`config.mk`:
```
export PLATFORM = sky130hd
export DESIGN_NAME = hdmi_island_top
export DESIGN_NICKNAME = d
export VERILOG_FILES = /design/src/hdmi_island_pkg.sv /design/src/island_packet_if.sv /design/src/packet_selector.sv /design/src/island_serializer.sv /design/src/terc4_encoder.sv /design/src/hdmi_island_top.sv
export VERILOG_INCLUDE_DIRS = /design/src
export SDC_FILE = /design/constraint.sdc
export NUM_CORES = 1
export LEC_CHECK = 0
export BUFFER_PORTS_ARGS = -buffer_cell sky130_fd_sc_hd__buf_2
export CORE_ASPECT_RATIO = 1.25
export CORE_UTILIZATION = 45
export DETAILED_ROUTE_END_ITERATION = 10
export SLEW_MARGIN = 0
export SYNTH_ARGS = -nofsm -noshare
export SYNTH_HDL_FRONTEND = slang
export SYNTH_HIERARCHICAL = 1
export SYNTH_SLANG_ARGS = --single-unit
```
`constraint.sdc`:
```
create_clock -name clk_pixel -period 3 [get_ports clk_pixel]
set_input_delay 0.6 -clock clk_pixel [delete_from_list [all_inputs] [get_ports clk_pixel]]
set_output_delay 0.6 -clock clk_pixel [all_outputs]
set_load 0.01 [all_outputs]
```
`src/hdmi_island_config.svh`:
```
`ifndef HDMI_ISLAND_CONFIG_SVH
`define HDMI_ISLAND_CONFIG_SVH

`default_nettype none

// data island packet geometry, fixed by the HDMI specification
`define ISLAND_CYCLES 32
`define SUBPACKET_DATA_BITS 56
`define HEADER_DATA_BITS 24

// AVI InfoFrame header bytes (type, version, length)
`define AVI_TYPE 8'h82
`define AVI_VERSION 8'h02
`define AVI_LENGTH 8'd13

// BCH(64,56) and BCH(32,24) feedback mask, applied LSB first
`define BCH_POLY 8'h83

`default_nettype wire

`endif

```
`src/hdmi_island_pkg.sv`:
```
`default_nettype none

package hdmi_island_pkg;

    // packet type byte, sent as header byte 0
    typedef enum logic [7:0]
    {
        PKT_NULL = 8'h00,
        PKT_AVI  = 8'h82
    } packet_type_e;

    // packet held by the selector for the current island slot
    // SEL_IDLE only exists between reset and the first selection
    typedef enum logic [1:0]
    {
        SEL_IDLE,
        SEL_NULL,
        SEL_AVI
    } selector_state_e;

endpackage

`default_nettype wire

```
`src/island_packet_if.sv`:
```
`include "hdmi_island_config.svh"
`default_nettype none
`timescale 1ns/1ps

interface island_packet_if;

    // packet contents, stable for a whole packet
    logic [`HEADER_DATA_BITS-1:0]                header;
    logic [3:0][`SUBPACKET_DATA_BITS-1:0]        sub;

    // island enable level and the end-of-packet pulse
    logic                                        enable;
    logic                                        packet_next;

    modport source
    (
        output header,
        output sub,
        input  enable,
        input  packet_next
    );

    modport sink
    (
        input  header,
        input  sub,
        input  enable,
        output packet_next
    );

endinterface

`default_nettype wire

```
`src/packet_selector.sv`:
```
`include "hdmi_island_config.svh"
`default_nettype none
`timescale 1ns/1ps

module packet_selector
(
    input  logic                   clk_pixel,
    input  logic                   arst_n,
    input  logic                   avi_request,
    input  logic [6:0]             vic,
    input  logic [1:0]             color_format,
    island_packet_if.source        pkt
);

    hdmi_island_pkg::selector_state_e state;
    hdmi_island_pkg::packet_type_e    pkt_type;

    logic       pending;
    logic       pick;
    logic [6:0] vic_req;
    logic [1:0] cf_req;
    logic [6:0] vic_q;
    logic [1:0] cf_q;
    logic [7:0] pb1;
    logic [7:0] pb4;
    logic [7:0] checksum;

    // a new packet is chosen at each boundary, and once after reset
    // before the first enabled cycle so that no packet is cut short
    assign pick = pkt.packet_next ||
                  ((state == hdmi_island_pkg::SEL_IDLE) && !pkt.enable);

    always_ff @(posedge clk_pixel or negedge arst_n)
    begin
        if (!arst_n)
        begin
            state   <= hdmi_island_pkg::SEL_IDLE;
            pending <= 1'b0;
        end
        else
        begin
            // a request arriving on a pick cycle stays pending for the next slot
            pending <= avi_request || (pending && !pick);
            if (pick)
                state <= pending ? hdmi_island_pkg::SEL_AVI : hdmi_island_pkg::SEL_NULL;
        end
    end

    // the request fields are sampled with the request, then frozen for the packet
    always_ff @(posedge clk_pixel)
    begin
        if (avi_request)
        begin
            vic_req <= vic;
            cf_req  <= color_format;
        end
        if (pick && pending)
        begin
            vic_q <= vic_req;
            cf_q  <= cf_req;
        end
    end

    // PB1 carries Y1:Y0 in bits 6:5, PB4 carries the VIC
    assign pb1 = {1'b0, cf_q, 5'd0};
    assign pb4 = {1'b0, vic_q};

    // all bytes of the InfoFrame, checksum included, must sum to zero
    assign checksum = 8'd0 - (`AVI_TYPE + `AVI_VERSION + `AVI_LENGTH + pb1 + pb4);

    always_comb
    begin
        pkt_type   = hdmi_island_pkg::PKT_NULL;
        pkt.header = '0;
        pkt.sub    = '0;
        if (state == hdmi_island_pkg::SEL_AVI)
        begin
            pkt_type   = hdmi_island_pkg::PKT_AVI;
            pkt.header = {`AVI_LENGTH, `AVI_VERSION, pkt_type};
            // subpacket 0 holds PB0 to PB6, the remaining payload bytes are zero
            pkt.sub[0] = {8'd0, 8'd0, pb4, 8'd0, 8'd0, pb1, checksum};
        end
    end

endmodule

`default_nettype wire

```
`src/island_serializer.sv`:
```
`include "hdmi_island_config.svh"
`default_nettype none
`timescale 1ns/1ps

module island_serializer
(
    input  logic                 clk_pixel,
    input  logic                 arst_n,
    island_packet_if.sink        pkt,
    output logic [8:0]           data
);

    localparam logic [4:0] LAST_K    = 5'(`ISLAND_CYCLES - 1);
    localparam logic [4:0] HDR_ECC_K = 5'(`HEADER_DATA_BITS);
    localparam logic [4:0] SUB_ECC_K = 5'(`SUBPACKET_DATA_BITS / 2);

    logic [4:0]       k;
    logic [3:0][7:0]  ecc_sub;
    logic [7:0]       ecc_hdr;
    logic [3:0][63:0] bch_word;
    logic [31:0]      hdr_word;
    logic [5:0]       idx_even;
    logic [5:0]       idx_odd;
    logic [3:0]       bit_even;
    logic [3:0]       bit_odd;
    logic [3:0][7:0]  ecc_sub_next;
    logic [7:0]       ecc_hdr_next;

    // one step of the reflected LFSR, data enters at the LSB end
    function automatic logic [7:0] next_ecc(input logic [7:0] ecc, input logic din);
        next_ecc = (ecc >> 1) ^ ((ecc[0] ^ din) ? `BCH_POLY : 8'd0);
    endfunction

    always_comb
    begin
        idx_even = {k, 1'b0};
        idx_odd  = {k, 1'b1};
        hdr_word = {ecc_hdr, pkt.header};
        for (int i = 0; i < 4; i++)
        begin
            bch_word[i] = {ecc_sub[i], pkt.sub[i]};
            bit_even[i] = bch_word[i][idx_even];
            bit_odd[i]  = bch_word[i][idx_odd];
            // two bits per cycle go out on each subpacket, so the parity steps twice
            ecc_sub_next[i] = next_ecc(next_ecc(ecc_sub[i], bit_even[i]), bit_odd[i]);
        end
        ecc_hdr_next = next_ecc(ecc_hdr, hdr_word[k]);
    end

    // the boundary pulse marks the last enabled cycle of a packet
    assign pkt.packet_next = pkt.enable && (k == LAST_K);

    always_ff @(posedge clk_pixel or negedge arst_n)
    begin
        if (!arst_n)
        begin
            k       <= 5'd0;
            ecc_sub <= '0;
            ecc_hdr <= 8'd0;
        end
        else if (pkt.enable)
        begin
            k <= k + 5'd1;
            if (k == LAST_K)
            begin
                ecc_sub <= '0;
                ecc_hdr <= 8'd0;
            end
            else
            begin
                // parity covers the data bits only, never the parity being sent
                if (k < SUB_ECC_K)
                    ecc_sub <= ecc_sub_next;
                if (k < HDR_ECC_K)
                    ecc_hdr <= ecc_hdr_next;
            end
        end
    end

    always_ff @(posedge clk_pixel)
    begin
        if (pkt.enable)
            data <= {bit_odd, bit_even, hdr_word[k]};
    end

endmodule

`default_nettype wire

```
`src/terc4_encoder.sv`:
```
`default_nettype none
`timescale 1ns/1ps

module terc4_encoder
(
    input  logic       clk_pixel,
    input  logic       arst_n,
    input  logic       enable,
    input  logic [8:0] data,
    input  logic       hsync,
    input  logic       vsync,
    input  logic       first_bit,
    output logic [9:0] tmds_ch0,
    output logic [9:0] tmds_ch1,
    output logic [9:0] tmds_ch2,
    output logic       symbol_valid
);

    logic       enable_d1;
    logic [3:0] nib0;

    function automatic logic [9:0] terc4(input logic [3:0] nib);
        case (nib)
            4'b0000: terc4 = 10'b1010011100;
            4'b0001: terc4 = 10'b1001100011;
            4'b0010: terc4 = 10'b1011100100;
            4'b0011: terc4 = 10'b1011100010;
            4'b0100: terc4 = 10'b0101110001;
            4'b0101: terc4 = 10'b0100011110;
            4'b0110: terc4 = 10'b0110001110;
            4'b0111: terc4 = 10'b0100111100;
            4'b1000: terc4 = 10'b1011001100;
            4'b1001: terc4 = 10'b0100111001;
            4'b1010: terc4 = 10'b0110011100;
            4'b1011: terc4 = 10'b1011000110;
            4'b1100: terc4 = 10'b1010001110;
            4'b1101: terc4 = 10'b1001110001;
            4'b1110: terc4 = 10'b0101100011;
            default: terc4 = 10'b1011000011;
        endcase
    endfunction

    // bit 3 of channel 0 is low only on the first symbol of a packet
    assign nib0 = {~first_bit, data[0], vsync, hsync};

    always_ff @(posedge clk_pixel or negedge arst_n)
    begin
        if (!arst_n)
        begin
            enable_d1    <= 1'b0;
            symbol_valid <= 1'b0;
        end
        else
        begin
            enable_d1    <= enable;
            symbol_valid <= enable_d1;
        end
    end

    always_ff @(posedge clk_pixel)
    begin
        tmds_ch0 <= terc4(nib0);
        tmds_ch1 <= terc4(data[4:1]);
        tmds_ch2 <= terc4(data[8:5]);
    end

endmodule

`default_nettype wire

```
`src/hdmi_island_top.sv`:
```
`default_nettype none
`timescale 1ns/1ps

module hdmi_island_top
(
    input  logic       clk_pixel,
    input  logic       arst_n,
    input  logic       island_enable,
    input  logic       hsync,
    input  logic       vsync,
    input  logic       avi_request,
    input  logic [6:0] vic,
    input  logic [1:0] color_format,
    output logic [9:0] tmds_ch0,
    output logic [9:0] tmds_ch1,
    output logic [9:0] tmds_ch2,
    output logic       symbol_valid
);

    logic [8:0] data;
    logic       hsync_q;
    logic       vsync_q;
    logic       at_start;
    logic       first_bit;

    island_packet_if pkt ();

    assign pkt.enable = island_enable;

    // the next enabled cycle opens a packet after reset and after each boundary pulse,
    // so first_bit is registered alongside the data word it belongs to
    always_ff @(posedge clk_pixel or negedge arst_n)
    begin
        if (!arst_n)
        begin
            at_start  <= 1'b1;
            first_bit <= 1'b0;
        end
        else if (island_enable)
        begin
            at_start  <= pkt.packet_next;
            first_bit <= at_start;
        end
    end

    // sync levels take the same single stage as the serializer output
    always_ff @(posedge clk_pixel)
    begin
        hsync_q <= hsync;
        vsync_q <= vsync;
    end

    packet_selector u_selector
    (
        .clk_pixel    (clk_pixel),
        .arst_n       (arst_n),
        .avi_request  (avi_request),
        .vic          (vic),
        .color_format (color_format),
        .pkt          (pkt.source)
    );

    island_serializer u_serializer
    (
        .clk_pixel (clk_pixel),
        .arst_n    (arst_n),
        .pkt       (pkt.sink),
        .data      (data)
    );

    terc4_encoder u_encoder
    (
        .clk_pixel    (clk_pixel),
        .arst_n       (arst_n),
        .enable       (island_enable),
        .data         (data),
        .hsync        (hsync_q),
        .vsync        (vsync_q),
        .first_bit    (first_bit),
        .tmds_ch0     (tmds_ch0),
        .tmds_ch1     (tmds_ch1),
        .tmds_ch2     (tmds_ch2),
        .symbol_valid (symbol_valid)
    );

endmodule

`default_nettype wire

```
==> flow_metrics.env, run 1 <==
export IMPL_cp_max_fo=3
export IMPL_end_kind="flop"
export IMPL_use_met1_pct=18.0
export IMPL_ant_nets=0
export IMPL_die_h_um=165
export IMPL_comb_power_share_pct=61.2
export IMPL_grt_max_degree=53
export IMPL_critPathTopFamily="simple AND/OR/NAND/NOR gates"
export IMPL_hp_class="in -> reg"
export IMPL_htree_levels=3
export IMPL_clock_latency_ps=360
export IMPL_cts_root_buffer="clkbuf_16"
export IMPL_detail_route_iter0_violations=281
export IMPL_slowest_stage="edfxtp_1"
export IMPL_overflow=0
export IMPL_grt_setup_unrepaired="true"
export IMPL_cts_tree="done"
export IMPL_vias=5853
export IMPL_drive_above_1_share_pct=15.5
export IMPL_n_antenna_cell=0
export IMPL_fin_crit_ps=3070
export IMPL_critPathRequiredTime_ps=3280
export IMPL_ys_types=65
export IMPL_ys_flop_type="dfrtp_1"
export IMPL_p_per_area_mw_per_mm2=1100
export IMPL_worstMarginPinSlew_ps=682
export IMPL_grt_pass1_wl_um=26300
export IMPL_cts_sinks=111
export IMPL_fin_ws_ps=-66.6
export IMPL_clockPowerShare_pct=11.8
export IMPL_first_global_vias=5451
export IMPL_dr_pass1_iters=7
export IMPL_numCtsBuffers=9
export IMPL_start_util_pct=45.8
export IMPL_finalHoldViolations=0
export IMPL_routedWlPerCell_um=12.0
export IMPL_leakage_nw=4.57
export IMPL_use_met2_pct=28.0
export IMPL_cap_violations=0
export IMPL_ir_drop_v=0.000389
export IMPL_post_drt_via_cell_ratio=4.48
export IMPL_clock_skew_ps=11.5
export IMPL_critical_path_class="reg -> reg"
export IMPL_slew_violations=0
export IMPL_dieArea_mm2=0.0218
export IMPL_synthTopCellsByCount="240 x buf_4, 131 x mux2i_1, 63 x a22oi_1"
export IMPL_die_w_um=132
export IMPL_io_pin_count=46
export IMPL_drc=2
export IMPL_nets=1073
export IMPL_gr_usage_all_layers_pct=15.1
export IMPL_max_slew_margin_pct=54.5
export IMPL_yosysMostFrequentCell="buf_4"
export IMPL_fp_coreArea_mm2=0.0208
export IMPL_max_freq_ghz=0.326
export IMPL_p_sw_share_pct=41.8
export IMPL_yosys_warnings=6
export IMPL_clockBufferDepth=2
export IMPL_critPathBufInv=0
export IMPL_synth_area_mm2=0.00953
export IMPL_busiest_layer="met2"
export IMPL_antenna_found_initial=0
export IMPL_synth_top_cell_by_area="buf_4"
export IMPL_p_sw_mw=4.40
export IMPL_worstPathArrival_ps=3350
export IMPL_violations="design-rule violations, negative setup slack"
export IMPL_cpPeakStageDelay_ps=440
export IMPL_setup_viol=2
export IMPL_areaGrowthSynthToFinish_pct=0.486
export IMPL_path_cells="ha_4 > or3b_1 > o311a_1 > or3_4 > a21oi_2 > mux2i_1 > a22oi_1 > a21oi_2 > nor4_4 > xnor2_2 > xnor3_1 > o21ai_1"
export IMPL_synth_cells=988
export IMPL_path_common_cell="a21oi_2"
export IMPL_post_route_period_util_pct=102
export IMPL_rows=59
export IMPL_synthTopCellsByArea="buf_4 19%, mux2i_1 14%, dfrtp_1 13%"
export IMPL_holdBufCountCts=0
export IMPL_dp_hpwl_um=11400
export IMPL_start_kind="flop"
export IMPL_seqPwrFrac_pct=27.0
export IMPL_wl_um=15700
export IMPL_outcome="finished with violations"
export IMPL_synth_edf_count=27
export IMPL_gp_congestion=0.834
export IMPL_yosysTopAreaCellShare_pct=18.9
export IMPL_dp_cells=1288
export IMPL_clk_pin_slew_ps=80
export IMPL_syn_avg_cell_area_um2=9.64
export IMPL_ys_seq_area_share_pct=28.9
export IMPL_ys_async_sr_fraction_pct=46.8
export IMPL_grt_util_met3_pct=2.33
export IMPL_stdcell_count=1307
export IMPL_io_buffer_count=45
export IMPL_pre_cts_slack_ps=-146
export IMPL_internal_power_mw=6.12
export IMPL_ys_ff_latch=111
-- cell usage in the layout, fill, tap and decap left out, types with 28 or more instances in the layout --
cell type  Yosys  layout
a21oi_1       48      46
a22oi_1       63      63
buf_2         13      45
buf_4        240      43
conb_1         1     225
dfrtp_1       51      49
dfxtp_1       32      32
ha_1          30      28
mux2i_1      131     131
nand2_1       45      45
nand2b_1      28      28
nor2_1        31      30
-- stage by stage --
stage | area [um2] | hold slack, ps | TNS (ps) | utilization, % | total power, mW
finish | 9570 | 342 | -107 | 46.0 | 10.5
detailed placement | 9180 | 351 | -219 | 44.1 | 9.20
global route | 9570 | 324 | -636 | 46.0 | 11.3
floorplan | 10400 | 304 | 0 | - | 8.12
global placement | 9180 | 335 | -74.9 | 44.1 | 9.12
CTS | 9500 | 327 | 0 | 45.6 | 10.5
-- worst reg2reg max path: cells and delay by family (launching register included) --
family	cells	cell delay (ps)
fa+ha+maj	1	300
xor+xnor	2	450
mux	1	80
compound gates	5	720
flops	1	440
simple gates	3	1000
-- sequential cells by signal, summed over array words and instances (netlist names) --
register                flops
u_encoder/symbol_valid      1
u_encoder/tmds_ch2         10
u_selector/pending          1
u_selector/vic_q            7
u_serializer/bch_word      32
u_encoder/enable_d1         1
u_serializer/data           9
u_selector/vic_req          7
hsync_q                     1
u_encoder/tmds_ch1         10
u_serializer/ecc_hdr        8
vsync_q                     1
first_bit                   1
u_selector/state            2
u_encoder/tmds_ch0         10
u_selector/cf_req           2
u_selector/cf_q             2
at_start                    1
u_serializer/k              5
-- cells by family after synthesis --
kind of cell | share of synthesized area [%]
buffers and inverters | 23.5
AOI/OAI and AO/OA | 13.9
and+or+nand+nor | 9.31
muxes | 16.4
DFF | 28.9
xor gates and xnor gates | 4.01
adders and majority gates | 3.94
other | 0.0394
-- timing repair --
action | in CTS | in global routing
cloned | 0 | 0
resized for setup | 1 | 8
buffers inserted | 0 | 3
endpoints found under the setup margin | 3 | 3
pin swaps | 2 | 10
-- power by group through the flow --
stage	clock (mW)	combinational, mW	sequential (mW)
CTS	1.29	6.37	2.85
global route	1.34	7.07	2.94
finish	1.24	6.43	2.84
floorplan	0	5.43	2.70
detailed placement	0	6.33	2.87
global placement	0	6.26	2.86
-- final timing paths --
kind	slack, ps	from	endpoint	depth (start not counted)
max in group asynchronous	2130	arst_n	u_serializer/k[1]	2
min in group asynchronous	360	arst_n	u_serializer/ecc_hdr[3]	2
max	-70	u_selector/cf_q[0]	u_serializer/bch_word[57]	12
min reg2reg	360	u_encoder/enable_d1	u_encoder/symbol_valid	0
max reg2reg	-70	u_selector/cf_q[0]	u_serializer/bch_word[57]	12
min	340	vsync	vsync_q	1
-- routing by layer --
metal,routed length (um),up-vias
met5,0,-
met4,156,0
met3,299,10
met2,8120,56
met1,7140,2691
li1,-,3096
-- cell type report --
type                       instances  area, um2
clock buffer                      11        254
clock inverter                     5       61.3
fill                            2030      11200
inverter                          22       82.6
multi-input combinational        792       5440
sequential                       111       2760
tap                              274        343
timing repair buffer              92        628
Power figures use the tool's default switching activity.
==> inputs of run 2 (changes only) <==
--- a/config.mk
+++ b/config.mk
@@ -10,6 +10,7 @@
 export CORE_ASPECT_RATIO = 1.25
 export CORE_UTILIZATION = 45
 export DETAILED_ROUTE_END_ITERATION = 10
+export GPL_TIMING_DRIVEN = 0
 export SLEW_MARGIN = 0
 export SYNTH_ARGS = -nofsm -noshare
 export SYNTH_HDL_FRONTEND = slang
==> constraint.sdc (replaced) <==
create_clock -name clk_pixel -period 2.5 [get_ports clk_pixel]
set_input_delay 0 -clock clk_pixel [delete_from_list [all_inputs] [get_ports clk_pixel]]
set_output_delay 0 -clock clk_pixel [all_outputs]
set_load 0.01 [all_outputs]
==> run 2 against run 1 <==
Effect of this change:
- the flow finishes with violations (negative setup slack)
- first-iteration DRC count down 0.71%
- register-to-register slack worse by 550 ps
- sequential power up 13%
- critical endpoint is now u_serializer/bch_word[63]
==> flow_metrics.env, run 2 (synthesis results as in run 1) <==
export IMPL_leakage_nw=6.09
export IMPL_grt_max_degree=53
export IMPL_fin_ws_ps=-621
export IMPL_fin_crit_ps=3120
export IMPL_finalHoldViolations=0
export IMPL_postLayoutCellArea_mm2=0.0119
export IMPL_ant_nets=0
export IMPL_worstMarginPinSlew_ps=699
export IMPL_fp_coreArea_mm2=0.0208
export IMPL_wl_um=20300
export IMPL_violations="negative setup slack"
export IMPL_setup_tns_final_ps=-2090
export IMPL_areaGrowthSynthToFinish_pct=25.2
export IMPL_reg2reg_setup_slack_ps=-620
export IMPL_multiInputGateArea_mm2=0.00566
export IMPL_start_kind="flop"
export IMPL_cp_max_fo=3
export IMPL_vias=7020
export IMPL_grt_setup_unrepaired="true"
export IMPL_mostFrequentLayoutCell="buf_4"
export IMPL_ir_drop_v=0.000531
export IMPL_largest_reg_flops=32
export IMPL_clockBufferDepth=2
export IMPL_htree_levels=3
export IMPL_end_kind="flop"
export IMPL_overflow=0
export IMPL_cts_tree="done"
export IMPL_grt_pass1_wl_um=32300
export IMPL_n_antenna_cell=0
export IMPL_worstPathArrival_ps=3350
export IMPL_drive_above_1_share_pct=34.4
export IMPL_dp_cells=1531
export IMPL_antenna_found_initial=0
export IMPL_dr_pass1_iters=4
export IMPL_gr_usage_all_layers_pct=19.1
export IMPL_dp_hpwl_um=15100
export IMPL_post_drt_via_cell_ratio=4.42
export IMPL_p_per_area_mw_per_mm2=1210
export IMPL_gp_congestion=0.836
export IMPL_rows=59
export IMPL_place_area_mm2=0.0110
export IMPL_io_buffer_count=45
export IMPL_final_cell_mix="269 x buf_4, 225 x conb_1, 131 x mux2i_1"
export IMPL_max_slew_margin_pct=53.4
export IMPL_detail_route_iter0_violations=279
export IMPL_hp_class="in -> async"
export IMPL_seq_area_mm2=0.00275
export IMPL_numCtsBuffers=9
export IMPL_clk_pin_slew_ps=80
export IMPL_first_global_vias=6548
export IMPL_setup_viol=4
export IMPL_outcome="finished with violations"
export IMPL_start_util_pct=45.8
export IMPL_max_freq_ghz=0.320
export IMPL_critical_path_class="reg -> reg"
export IMPL_io_pin_count=46
export IMPL_routedWlPerCell_um=12.8
export IMPL_stdcell_count=1589
export IMPL_nets=1355
export IMPL_cts_sinks=111
export IMPL_dieArea_mm2=0.0218
export IMPL_pre_cts_slack_ps=-746
export IMPL_cts_root_buffer="clkbuf_16"
export IMPL_clock_skew_ps=13.2
export IMPL_die_w_um=132
export IMPL_drc=0
export IMPL_fin_hold_ws_ps=229
export IMPL_clock_latency_ps=360
export IMPL_post_route_period_util_pct=125
export IMPL_n_fill_cell=1939
export IMPL_slew_violations=0
export IMPL_cap_violations=0
export IMPL_die_h_um=165
export IMPL_critPathRequiredTime_ps=2730
==> run 2: changes by cell type in the layout (fill, tap and decap cells not counted), moves of 14 or more <==
cell and delta:
buf_4 +226, a22oi_1 -14, dlygate4sd3_1 +14, buf_6 +19, a22oi_2 +14
==> run 2: worst paths after layout <==
kind / from / end / cells after the start
max: u_selector/vic_q[3] / u_serializer/bch_word[63] / 14
min: arst_n / u_serializer/ecc_hdr[2] / 2
max reg2reg: u_selector/vic_q[3] / u_serializer/bch_word[63] / 14
min reg2reg: u_encoder/enable_d1 / u_encoder/symbol_valid / 0
max in group asynchronous: arst_n / u_serializer/bch_word[251] / 2
min in group clk_pixel: vsync / vsync_q / 2
==> run 2: cell type report <==
type | instances | area share, %
clock buffers | 10 | 1.92
well taps | 274 | 2.88
clock inverters | 6 | 0.661
flip-flops and latches | 111 | 23.1
multi-input cells | 793 | 47.4
inverters | 22 | 0.693
plain buffers | 287 | 18.4
repair buffers | 86 | 4.92
==> run 2: layer usage <==
layer,share of wire (%),up-vias,track usage [%]
li1,-,3641,-
met1,44,3256,22.1
met2,52,96,36.0
met3,1.8,27,2.49
met4,2.1,0,6.45
met5,0,-,0
==> run 2: per-stage QoR <==
stage,util [%],power (mW)
floorplan,-,9.79
finish,57.3,14.4
global route,57.3,15.4
detailed placement,52.7,11.7
global placement,52.7,11.6
CTS,56.4,14.0
==> run 2: what timing repair did <==
item                                    in CTS  in global routing
pin swaps                                   14                 17
gates cloned                                 0                  1
gates resized for setup                     45                 24
setup buffers                               18                 11
endpoints found under the setup margin      41                 38
endpoints found under the hold margin       69                  0
hold buffers                                14                  0
==> run 2: worst max-delay path, stage by stage (launching register included) <==
cell	delay, ps
edfxtp_1	430
inv_2	110
ha_4	200
or3b_1	340
o311a_1	140
or3_1	310
a21oi_1	160
mux2i_1	110
a22oi_2	250
a21oi_2	110
nor4_4	280
xnor2_2	210
buf_4	160
xnor2_1	110
o21ai_1	70
==> run 2: where the power goes <==
part / switching, mW / total [mW] / internal [mW]
logic: 4.80 / 9.65 / 4.86
registers: 0.543 / 3.22 / 2.67
clock network: 0.707 / 1.51 / 0.800
total: 6.05 / 14.4 / 8.33
